<file path="src/logic/lsu_pkg.sv">
// LSU shared definitions for bus widths, data types and transfer sizes
package lsu_pkg;

   // ===================================================================
   // Widths
   // ===================================================================

   // Bus word width
   localparam int lsu_data_w = 32;

   // ===================================================================
   // Types
   // ===================================================================

   // Addresses, write data, read data and load results
   typedef logic [lsu_data_w-1:0] data_t;

   // Byte offset inside one bus word
   typedef logic [1:0] lane_off_t;

   // Access size, coded as the AHB transfer size so it maps onto hsize
   typedef enum logic [2:0] {
      size_byte = 3'd0,
      size_half = 3'd1,
      size_word = 3'd2
   } mem_size_e;

endpackage

</file>
<file path="src/logic/lsu_dphase_if.sv">
// Data-phase context captured when the address phase is accepted
`timescale 1ns/1ps

interface lsu_dphase_if #(
   parameter int reg_addr_w = 5
);
   import lsu_pkg::*;

   // A transfer is in its data phase
   logic                  dp_valid;
   logic                  dp_load;

   // Load destination register
   logic [reg_addr_w-1:0] dp_rd;

   // Controls for read data extraction
   mem_size_e             dp_size;
   logic                  dp_unsigned;
   lane_off_t             dp_offset;

   modport addr_side (
      output dp_valid, dp_load, dp_rd, dp_size, dp_unsigned, dp_offset
   );

   modport load_side (
      input dp_size, dp_unsigned, dp_offset
   );

   modport wb_side (
      input dp_valid, dp_load, dp_rd
   );

endinterface

</file>
<file path="src/logic/lsu_addr_phase.sv">
// LSU address phase: bus request, store lane placement and data-phase capture
`timescale 1ns/1ps

module lsu_addr_phase #(
   parameter int reg_addr_w = 5
) (
   input  logic                  clk,
   input  logic                  rst_n,
   // Request from execute
   input  logic                  req_valid,
   input  logic                  req_store,
   input  lsu_pkg::mem_size_e    req_size,
   input  logic                  req_unsigned,
   input  lsu_pkg::data_t        req_addr,
   input  lsu_pkg::data_t        req_wdata,
   input  logic [reg_addr_w-1:0] req_rd,
   // Bus ready level
   input  logic                  hready,
   // Forwarding and stall from writeback
   input  logic                  fwd_hit,
   input  lsu_pkg::data_t        fwd_data,
   input  logic                  interlock,
   // AHB-Lite address phase and write data
   output lsu_pkg::data_t        haddr,
   output logic                  htrans,
   output logic                  hwrite,
   output logic [2:0]            hsize,
   output lsu_pkg::data_t        hwdata,
   // Captured context for the data phase
   lsu_dphase_if.addr_side       dp
);
   import lsu_pkg::*;

   data_t     store_src;
   data_t     store_lanes;
   lane_off_t offset;
   logic      accept;

   // ===================================================================
   // Address phase
   // ===================================================================

   // Request goes out unless a pending load blocks it
   assign htrans = req_valid & ~interlock;
   assign haddr  = req_addr;
   assign hwrite = req_store;
   assign hsize  = req_size;

   assign accept = htrans & hready;
   assign offset = req_addr[1:0];

   // ===================================================================
   // Store data lanes
   // ===================================================================

   // Freshly loaded value replaces the stale operand
   assign store_src = fwd_hit ? fwd_data : req_wdata;

   always_comb begin
      store_lanes = '0;
      case (req_size)
         size_byte: begin
            case (offset)
               2'd0: store_lanes[7:0]   = store_src[7:0];
               2'd1: store_lanes[15:8]  = store_src[7:0];
               2'd2: store_lanes[23:16] = store_src[7:0];
               default: store_lanes[31:24] = store_src[7:0];
            endcase
         end
         size_half: begin
            // Only bit 1 of the offset picks the halfword
            if (offset[1]) begin
               store_lanes[31:16] = store_src[15:0];
            end else begin
               store_lanes[15:0] = store_src[15:0];
            end
         end
         default: begin
            store_lanes = store_src;
         end
      endcase
   end

   // ===================================================================
   // Data-phase registers
   // ===================================================================

   always_ff @(posedge clk or negedge rst_n) begin
      if (!rst_n) begin
         dp.dp_valid    <= 1'b0;
         dp.dp_load     <= 1'b0;
         dp.dp_rd       <= '0;
         dp.dp_size     <= size_byte;
         dp.dp_unsigned <= 1'b0;
         dp.dp_offset   <= '0;
         hwdata         <= '0;
      end else if (accept) begin
         dp.dp_valid    <= 1'b1;
         dp.dp_load     <= ~req_store;
         dp.dp_rd       <= req_rd;
         dp.dp_size     <= req_size;
         dp.dp_unsigned <= req_unsigned;
         dp.dp_offset   <= offset;
         hwdata         <= store_lanes;
      end else if (hready) begin
         // Data phase over and nothing new accepted
         dp.dp_valid <= 1'b0;
      end
   end

endmodule

</file>
<file path="src/logic/lsu_load_align.sv">
// LSU load data extraction with sign or zero extension
`timescale 1ns/1ps

module lsu_load_align (
   input  lsu_pkg::data_t   hrdata,
   lsu_dphase_if.load_side  dp,
   output lsu_pkg::data_t   load_data
);
   import lsu_pkg::*;

   logic [7:0]  byte_val;
   logic [15:0] half_val;
   logic        ext_bit;

   // ===================================================================
   // Lane selection
   // ===================================================================

   always_comb begin
      case (dp.dp_offset)
         2'd0: byte_val = hrdata[7:0];
         2'd1: byte_val = hrdata[15:8];
         2'd2: byte_val = hrdata[23:16];
         default: byte_val = hrdata[31:24];
      endcase
   end

   // Halfword lane follows offset bit 1
   assign half_val = dp.dp_offset[1] ? hrdata[31:16] : hrdata[15:0];

   // ===================================================================
   // Extension
   // ===================================================================

   always_comb begin
      ext_bit   = 1'b0;
      load_data = hrdata;
      case (dp.dp_size)
         size_byte: begin
            ext_bit   = ~dp.dp_unsigned & byte_val[7];
            load_data = {{24{ext_bit}}, byte_val};
         end
         size_half: begin
            ext_bit   = ~dp.dp_unsigned & half_val[15];
            load_data = {{16{ext_bit}}, half_val};
         end
         default: begin
            // Full word, nothing to extend
            load_data = hrdata;
         end
      endcase
   end

endmodule

</file>
<file path="src/logic/lsu_writeback.sv">
// LSU second-port writeback, load-use interlock and load-to-store forwarding
`timescale 1ns/1ps

module lsu_writeback #(
   parameter int reg_addr_w = 5
) (
   input  logic                  hready,
   // Current request from execute
   input  logic                  req_valid,
   input  logic                  req_store,
   input  logic [reg_addr_w-1:0] req_rs1,
   input  logic [reg_addr_w-1:0] req_rs2,
   // Extracted read data
   input  lsu_pkg::data_t        load_data,
   lsu_dphase_if.wb_side         dp,
   // Register file second write port
   output logic                  wb_valid,
   output logic [reg_addr_w-1:0] wb_rd,
   output lsu_pkg::data_t        wb_data,
   // Back to the address phase
   output logic                  fwd_hit,
   output lsu_pkg::data_t        fwd_data,
   output logic                  interlock
);

   logic load_pending;
   logic rs1_hit;
   logic rs2_hit;

   // ===================================================================
   // Writeback
   // ===================================================================

   assign load_pending = dp.dp_valid & dp.dp_load;

   // Result is there in the last data-phase cycle
   assign wb_valid = load_pending & hready;
   assign wb_rd    = dp.dp_rd;
   assign wb_data  = load_data;

   // ===================================================================
   // Hazards
   // ===================================================================

   assign rs1_hit = req_valid & load_pending & (req_rs1 == dp.dp_rd);
   assign rs2_hit = req_valid & load_pending & (req_rs2 == dp.dp_rd);

   // Store data can take the load result as it arrives
   assign fwd_hit  = rs2_hit & req_store & hready;
   assign fwd_data = load_data;

   // Address operand or unforwarded rs2 must wait for the register file
   assign interlock = rs1_hit | (rs2_hit & ~fwd_hit);

endmodule

</file>
<file path="src/logic/lsu_top.sv">
// LSU top level with one AHB-Lite-style data master port
`timescale 1ns/1ps

module lsu_top #(
   parameter int reg_addr_w = 5
) (
   input  logic                  clk,
   input  logic                  rst_n,
   // Request from execute
   input  logic                  req_valid,
   input  logic                  req_store,
   input  lsu_pkg::mem_size_e    req_size,
   input  logic                  req_unsigned,
   input  lsu_pkg::data_t        req_addr,
   input  lsu_pkg::data_t        req_wdata,
   input  logic [reg_addr_w-1:0] req_rd,
   input  logic [reg_addr_w-1:0] req_rs1,
   input  logic [reg_addr_w-1:0] req_rs2,
   // AHB-Lite master
   input  lsu_pkg::data_t        hrdata,
   input  logic                  hready,
   output lsu_pkg::data_t        haddr,
   output logic                  htrans,
   output logic                  hwrite,
   output logic [2:0]            hsize,
   output lsu_pkg::data_t        hwdata,
   // Second register file write port
   output logic                  wb_valid,
   output logic [reg_addr_w-1:0] wb_rd,
   output lsu_pkg::data_t        wb_data,
   // Stall toward execute
   output logic                  interlock
);
   import lsu_pkg::*;

   data_t load_data;
   data_t fwd_data;
   logic  fwd_hit;

   lsu_dphase_if #(
      .reg_addr_w (reg_addr_w)
   ) dp_if ();

   lsu_addr_phase #(
      .reg_addr_w (reg_addr_w)
   ) i_addr_phase (
      .clk          (clk),
      .rst_n        (rst_n),
      .req_valid    (req_valid),
      .req_store    (req_store),
      .req_size     (req_size),
      .req_unsigned (req_unsigned),
      .req_addr     (req_addr),
      .req_wdata    (req_wdata),
      .req_rd       (req_rd),
      .hready       (hready),
      .fwd_hit      (fwd_hit),
      .fwd_data     (fwd_data),
      .interlock    (interlock),
      .haddr        (haddr),
      .htrans       (htrans),
      .hwrite       (hwrite),
      .hsize        (hsize),
      .hwdata       (hwdata),
      .dp           (dp_if.addr_side)
   );

   lsu_load_align i_load_align (
      .hrdata    (hrdata),
      .dp        (dp_if.load_side),
      .load_data (load_data)
   );

   lsu_writeback #(
      .reg_addr_w (reg_addr_w)
   ) i_writeback (
      .hready    (hready),
      .req_valid (req_valid),
      .req_store (req_store),
      .req_rs1   (req_rs1),
      .req_rs2   (req_rs2),
      .load_data (load_data),
      .dp        (dp_if.wb_side),
      .wb_valid  (wb_valid),
      .wb_rd     (wb_rd),
      .wb_data   (wb_data),
      .fwd_hit   (fwd_hit),
      .fwd_data  (fwd_data),
      .interlock (interlock)
   );

endmodule

</file>
<file path="config.mk">
export PLATFORM = sky130hd
export DESIGN_NAME = lsu_top
export DESIGN_NICKNAME = d
export VERILOG_FILES = /design/src/logic/lsu_pkg.sv /design/src/logic/lsu_dphase_if.sv /design/src/logic/lsu_addr_phase.sv /design/src/logic/lsu_load_align.sv /design/src/logic/lsu_writeback.sv /design/src/logic/lsu_top.sv
export SDC_FILE = /design/constraint.sdc
export NUM_CORES = 1
export LEC_CHECK = 0
export BUFFER_PORTS_ARGS = -buffer_cell sky130_fd_sc_hd__buf_2
export CAP_MARGIN = 40
export CORE_MARGIN = 2
export CORE_UTILIZATION = 46
export CTS_CLUSTER_SIZE = 24
export DETAILED_ROUTE_END_ITERATION = 8
export HOLD_SLACK_MARGIN = 0.12
export PLACE_DENSITY = 0.82
export SLEW_MARGIN = 5
export SYNTH_ARGS = -nofsm -noshare
export SYNTH_HDL_FRONTEND = slang
export SYNTH_HIERARCHICAL = 1
export SYNTH_SLANG_ARGS = --single-unit
</file>
<file path="constraint.sdc">
create_clock -name clk -period 2.4 [get_ports clk]
set_input_delay 0.24 -clock clk [delete_from_list [all_inputs] [get_ports clk]]
set_output_delay 0.24 -clock clk [all_outputs]
set_load 0.005 [all_outputs]
</file>
## Word-level counts from Yosys, hierarchy flattened

Index checks and enable logic that the tools add are counted.
Widths: inputs -> output; s select.

| word-level totals | value |
|---|---|
| register bits after elaboration | 45 |
| input port bits | 120 |
| word-level logic and storage cells | 51 |
| output and inout bits | 108 |

| cells by class | value |
|---|---|
| eq/ne operators | 8 |
| bitwise gates (word level) | 17 |
| reduce and logical (&&, ||, !) cells | 6 |
| muxes and demuxes | 13 |

Operators by type and width:

| cell | number |
|---|---|
| $pmux 32 s2 | 2 |
| $mux 16 | 3 |
| $mux 32 | 1 |
| $mux 8 | 4 |
| $pmux 8 s3 | 1 |
| $and 1x1->1 | 12 |
| $eq 5x5->1 | 2 |
| $eq 3x1->1 const B | 2 |
| $logic_not 3->1 | 2 |
| $eq 2x1->1 const B | 2 |
| $eq 2x2->1 const B | 2 |
| $logic_not 2->1 | 2 |
| $not 1->1 | 4 |
| $reduce_or 3->1 | 1 |
| $mux 1 | 2 |
| $reduce_bool 2->1 | 1 |
| $or 1x1->1 | 1 |

## Depth between registers and ports, before layout

| logic depth | value |
|---|---|
| depth after elaboration | 12 |
| gate-level depth with buffers | 10 |
| mapped depth without buffers | 7 |

## By module

The synthesis kept the hierarchy.

By module, submodules not included:

| module | instances | sequential area each (um2) | cells each | area an instance (um2) |
|---|---|---|---|---|
| lsu_addr_phase | 1 | 1126.1 | 289 | 2782.7 |
| lsu_load_align | 1 | 0.0 | 107 | 759.5 |
| lsu_writeback | 1 | 0.0 | 88 | 661.9 |

## Worst setup path after synthesis

No wires, ideal clock.

| timing path | value |
|---|---|
| path type | register to register |
| from | register i_addr_phase.dp.dp_rd[3] |
| to | register i_addr_phase.hwdata[31] |
| required time | 2259 ps |
| library setup time | 141 ps |
| arrival | 1924 ps |
| clock period less this slack | 2065 ps |
| path buffers | 2 |
| stages on the path, launching flop included | 9 |
| setup slack | 335 ps |
| cells stage by stage | dfrtp_1 xnor2_1 nand4_1 nor4_1 clkbuf_1 buf_2 mux2_2 a22oi_1 a31oi_1 |

| on the way | value |
|---|---|
| longest elaborated chain between the ends | 10 |
| elaborated cells between the ends (all ways) | 16 |
| classes of those cells | 2 x eq/ne; 4 x mux; 10 x bitwise |

Ends and longest elaborated chain:

| item | RTL line | source |
|---|---|---|
| start, declared | lsu_dphase_if.sv:22 | `output dp_valid, dp_load, dp_rd, dp_size, dp_unsigned, dp_offset` |
| start signal, assigned | lsu_addr_phase.sv:100 | `dp.dp_rd <= req_rd;` |
| $eq 5x5->1 * | lsu_writeback.sv:46 | `assign rs2_hit = req_valid & load_pending & (req_rs2 == dp.dp_rd);` |
| $and 1x1->1 * | lsu_writeback.sv:46 |  |
| $and 1x1->1 * (2 in a row) | lsu_writeback.sv:49 | `assign fwd_hit = rs2_hit & req_store & hready;` |
| net fwd_hit | lsu_top.sv:38 | `logic fwd_hit;` |
| $not 1->1 | lsu_writeback.sv:53 | `assign interlock = rs1_hit \| (rs2_hit & ~fwd_hit);` |
| $and 1x1->1 | lsu_writeback.sv:53 |  |
| $or 1x1->1 | lsu_writeback.sv:53 |  |
| $not 1->1 | lsu_addr_phase.sv:44 | `assign htrans = req_valid & ~interlock;` |
| $and 1x1->1 | lsu_addr_phase.sv:44 |  |
| $and 1x1->1 | lsu_addr_phase.sv:49 | `assign accept = htrans & hready;` |
| end signal, assigned | lsu_addr_phase.sv:104 | `hwdata <= store_lanes;` |
| end, declared | lsu_addr_phase.sv:28 | `output lsu_pkg::data_t hwdata,` |

The timed path passes the listed nets; every way through them passes the cells marked *.
A chain may end at the register's enable or synchronous reset.

## Final worst setup path

| timing path | value |
|---|---|
| from | register i_addr_phase.dp.dp_rd[3] |
| to | register i_addr_phase.hwdata[17] |

Same word-level chain as after synthesis.

==> out/summary.txt <==
crit end category - register
Layout Cells excl Fill - 664
met2 WL post-DR - 6.26 mm
Max rail drop VDD - 0.307 mV
CP arrival - 2.48 ns
Syn Nets - 604
crit path max-delay cell type - dfrtp_1
Vias - 3,797
Die ar. - 9920 um^2
Tmin final - 2.31 ns
Yosys warnings - 6
r2r endpoint - i_addr_phase/hwdata[17]
WHS Endpoint - i_addr_phase/dp.dp_rd[2]
TritonCTS clock tree - done
Routed Antenna Nets - 0
Slew @ Worst Pin - 0.753 ns
max layer used - met4
drt drc - 0
final hold vios - 0
1st-iter DRT viols - 169
FF+latch count, synth - 45
leading cell type in the layout, fill and taps excluded - buf_2
final worst-path cycle share - 96.1%
largest net degree at the start of global routing - 56
HP Start - req_rd[2]
Hold Slack - 0.131 ns
Final Skew - 0.00560 ns
f_max - 433 MHz
r2r startpoint - i_addr_phase/dp.dp_rd[3]
Slew HR - 49.8%
first drt pass iteration count - 5
worst hold stages - 3
GRT Resource Usage Total - 24.4%
Setup violations, final - 0
Final Routed Wirelength - 12.6 mm
Clock Latency Late Sink - 0.29 ns
Std-Cell Rows - 34
final worst-path setup slack - 0.0929 ns
commonest cells after routing, fill and taps aside - 168 x buf_2, 67 x nand2_1, 45 x dfrtp_1, 34 x mux2_2, 27 x buf_4
critical path class - reg2reg
Initial Utilization - 47.7%
Final GP Congestion - 0.944
# fillers - 803
Die Span X - 99.6 um
vias in the first global route - 3,701
R2R cell count - 8
PortBufs - 167
Synth cell types - 51
CP Max Fanout - 5
H-tree levels - 2
layout cells sized above 1 - 49.0%
met3 routed WL - 991 um
Root Driver - clkbuf_8
Syn Std Cell Area - 4200 um^2
worst slack, placed - 0.0366 ns
worst hold path class - in2reg
Syn Inst Count - 484
io pins - 228
Pwr Density - 526 nW/um^2
WL/cell - 19.0 um
placed insts - 639
syn avg cell area - 8.69 um^2
initial antenna violation count - 1
final slew viol count - 0
Worst path max stage delay - 0.42 ns
required time of the critical path - 2.57 ns
Area Growth Syn to Fin - 10.1%
register-to-register setup slack - 0.09 ns
post-synthesis sequential area ratio - 26.8%
grt total ovfl - 0
max-cap viol count - 0
Via density - 5.72
crit path cell chain - xnor2_1 -> nand4_1 -> nor4_4 -> buf_6 -> buf_4 -> mux2_2 -> a32oi_2 -> o21ai_0
chip height - 99.6 um
total core area - 8810 um^2
Leak Pwr - 2.21 nW
Final nets - 674
CTS Buffer Depth - 2
CTS clock-pin slew for the worst setup and hold paths - 0.09 ns
Post-DP HPWL - 9.98 mm
Post-Route M1 WL - 5.07 mm
CTS buffer count - 5
Critical Path Source Type - register
first-pass GRT wire length - 19.2 mm
outcome - finished clean
Sink Count - 45
## cells in the mapped netlist, drive strengths merged
library cell	n	area, um^2
nand2	67	251
nor4	2	12.5
nor3b	2	31.3
o21a	16	120
xnor2	6	52.6
nor2b	7	43.8
a211o	5	43.8
o211ai	20	210
or3	1	11.3
o31ai	8	60.1
nor3	1	5.00
nand3b	1	7.51
and2b	1	7.51
clkbuf	13	48.8
and3	1	6.26
and4bb	1	12.5
mux2i	9	90.1
mux2	34	383
and3b	1	8.76
nor2	17	63.8
a22oi	10	80.1
or2	2	12.5
buf	125	931
dfrtp	45	1130
a31oi	9	71.3
or4	1	11.3
a21oi	15	78.8
o21ai	19	98.9
a32oi	10	87.6
nand2b	3	21.3
or3b	1	8.76
inv	4	15.0
nand3	18	108
xor2	4	35.0
o2bb2ai	2	17.5
nand4	3	31.3
## through the flow
stage	utilization (%)	power, mW	instance area [um^2]	setup TNS, ns
final	52.5	2.43	4630	0
after global routing	52.5	2.58	4630	-0.0261
after CTS	50.9	2.40	4480	0
after detailed placement	49.8	1.94	4390	0
after global placement	49.8	1.91	4390	0
after floorplan	-	1.83	4200	0
## timing repair
item | in CTS | in global routing
hold buffers | 1 | 0
gates resized for setup | 0 | 5
setup buffers | 0 | 14
endpoints found under the setup margin | 0 | 31
hold endpoints to repair | 13 | 0
## state kept, by name, summed over array words and instances (netlist names)
signal	count
i_addr_phase/hwdata	32
i_addr_phase/dp.dp_rd	5
i_addr_phase/dp.dp_size	3
i_addr_phase/dp.dp_offset	2
i_addr_phase/dp.dp_load	1
i_addr_phase/dp.dp_unsigned	1
i_addr_phase/dp.dp_valid	1
## area by class of cell
| cell class | instances | area (um^2) | share of cell area, % |
|---|---|---|---|
| multi-input cells | 297 | 2120 | 45.8 |
| repair buffers | 201 | 1140 | 24.7 |
| flip-flops and latches | 45 | 1130 | 24.3 |
| well taps | 108 | 135 | 2.92 |
| clock buffers | 6 | 72.6 | 1.57 |
| inverters | 4 | 15.0 | 0.324 |
| clock inverters | 2 | 10.0 | 0.216 |
| diodes | 1 | 2.50 | 0.0541 |
## logic make-up (layout without fill, tap and decap cells)
family / count (synthesis) / count (layout) / synth area share [%]
other: 0 / 1 / 0
DFF: 45 / 45 / 26.8
xor gates and xnor gates: 10 / 10 / 2.08
and+or+nand+nor: 130 / 130 / 15.6
AOI/OAI and AO/OA: 114 / 114 / 20.7
buffers and inverters: 142 / 213 / 23.7
muxes: 43 / 43 / 11.3
## metal layers
layer  global-route usage [%]  up-vias
li1                         -     1745
met1                     29.8     1801
met2                     43.6      217
met3                     4.36       34
met4                     7.80        0
met5                        0        -
## worst max path at each step
stage	start	endpoint	slack, ns
2_1_floorplan	i_addr_phase/dp.dp_rd[3]	i_addr_phase/hwdata[31]	0.34
3_3_place_gp	i_addr_phase/dp.dp_rd[3]	i_addr_phase/hwdata[19]	0.14
3_5_place_dp	i_addr_phase/dp.dp_rd[4]	i_addr_phase/hwdata[19]	0.04
4_1_cts	i_addr_phase/dp.dp_offset[1]	wb_data[11]	0.02
5_1_grt	i_addr_phase/dp.dp_rd[0]	i_addr_phase/hwdata[17]	-0.02
6_report	i_addr_phase/dp.dp_rd[3]	i_addr_phase/hwdata[17]	0.09
## report_power, final
| part | internal [mW] | switching, mW |
|---|---|---|
| Combinational | 0.465 | 0.562 |
| Clock | 0.203 | 0.271 |
| Sequential | 0.857 | 0.0772 |
## worst max-delay path, delay by kind of cell (launching register included)
kind / cells / cell delay (ns)
and+or+nand+nor: 2 / 0.56
AOI/OAI and AO/OA: 2 / 0.34
buffers and inverters: 2 / 0.35
muxes: 1 / 0.35
xor gates and xnor gates: 1 / 0.17
DFF: 1 / 0.42
Power figures use the tool's default switching activity.
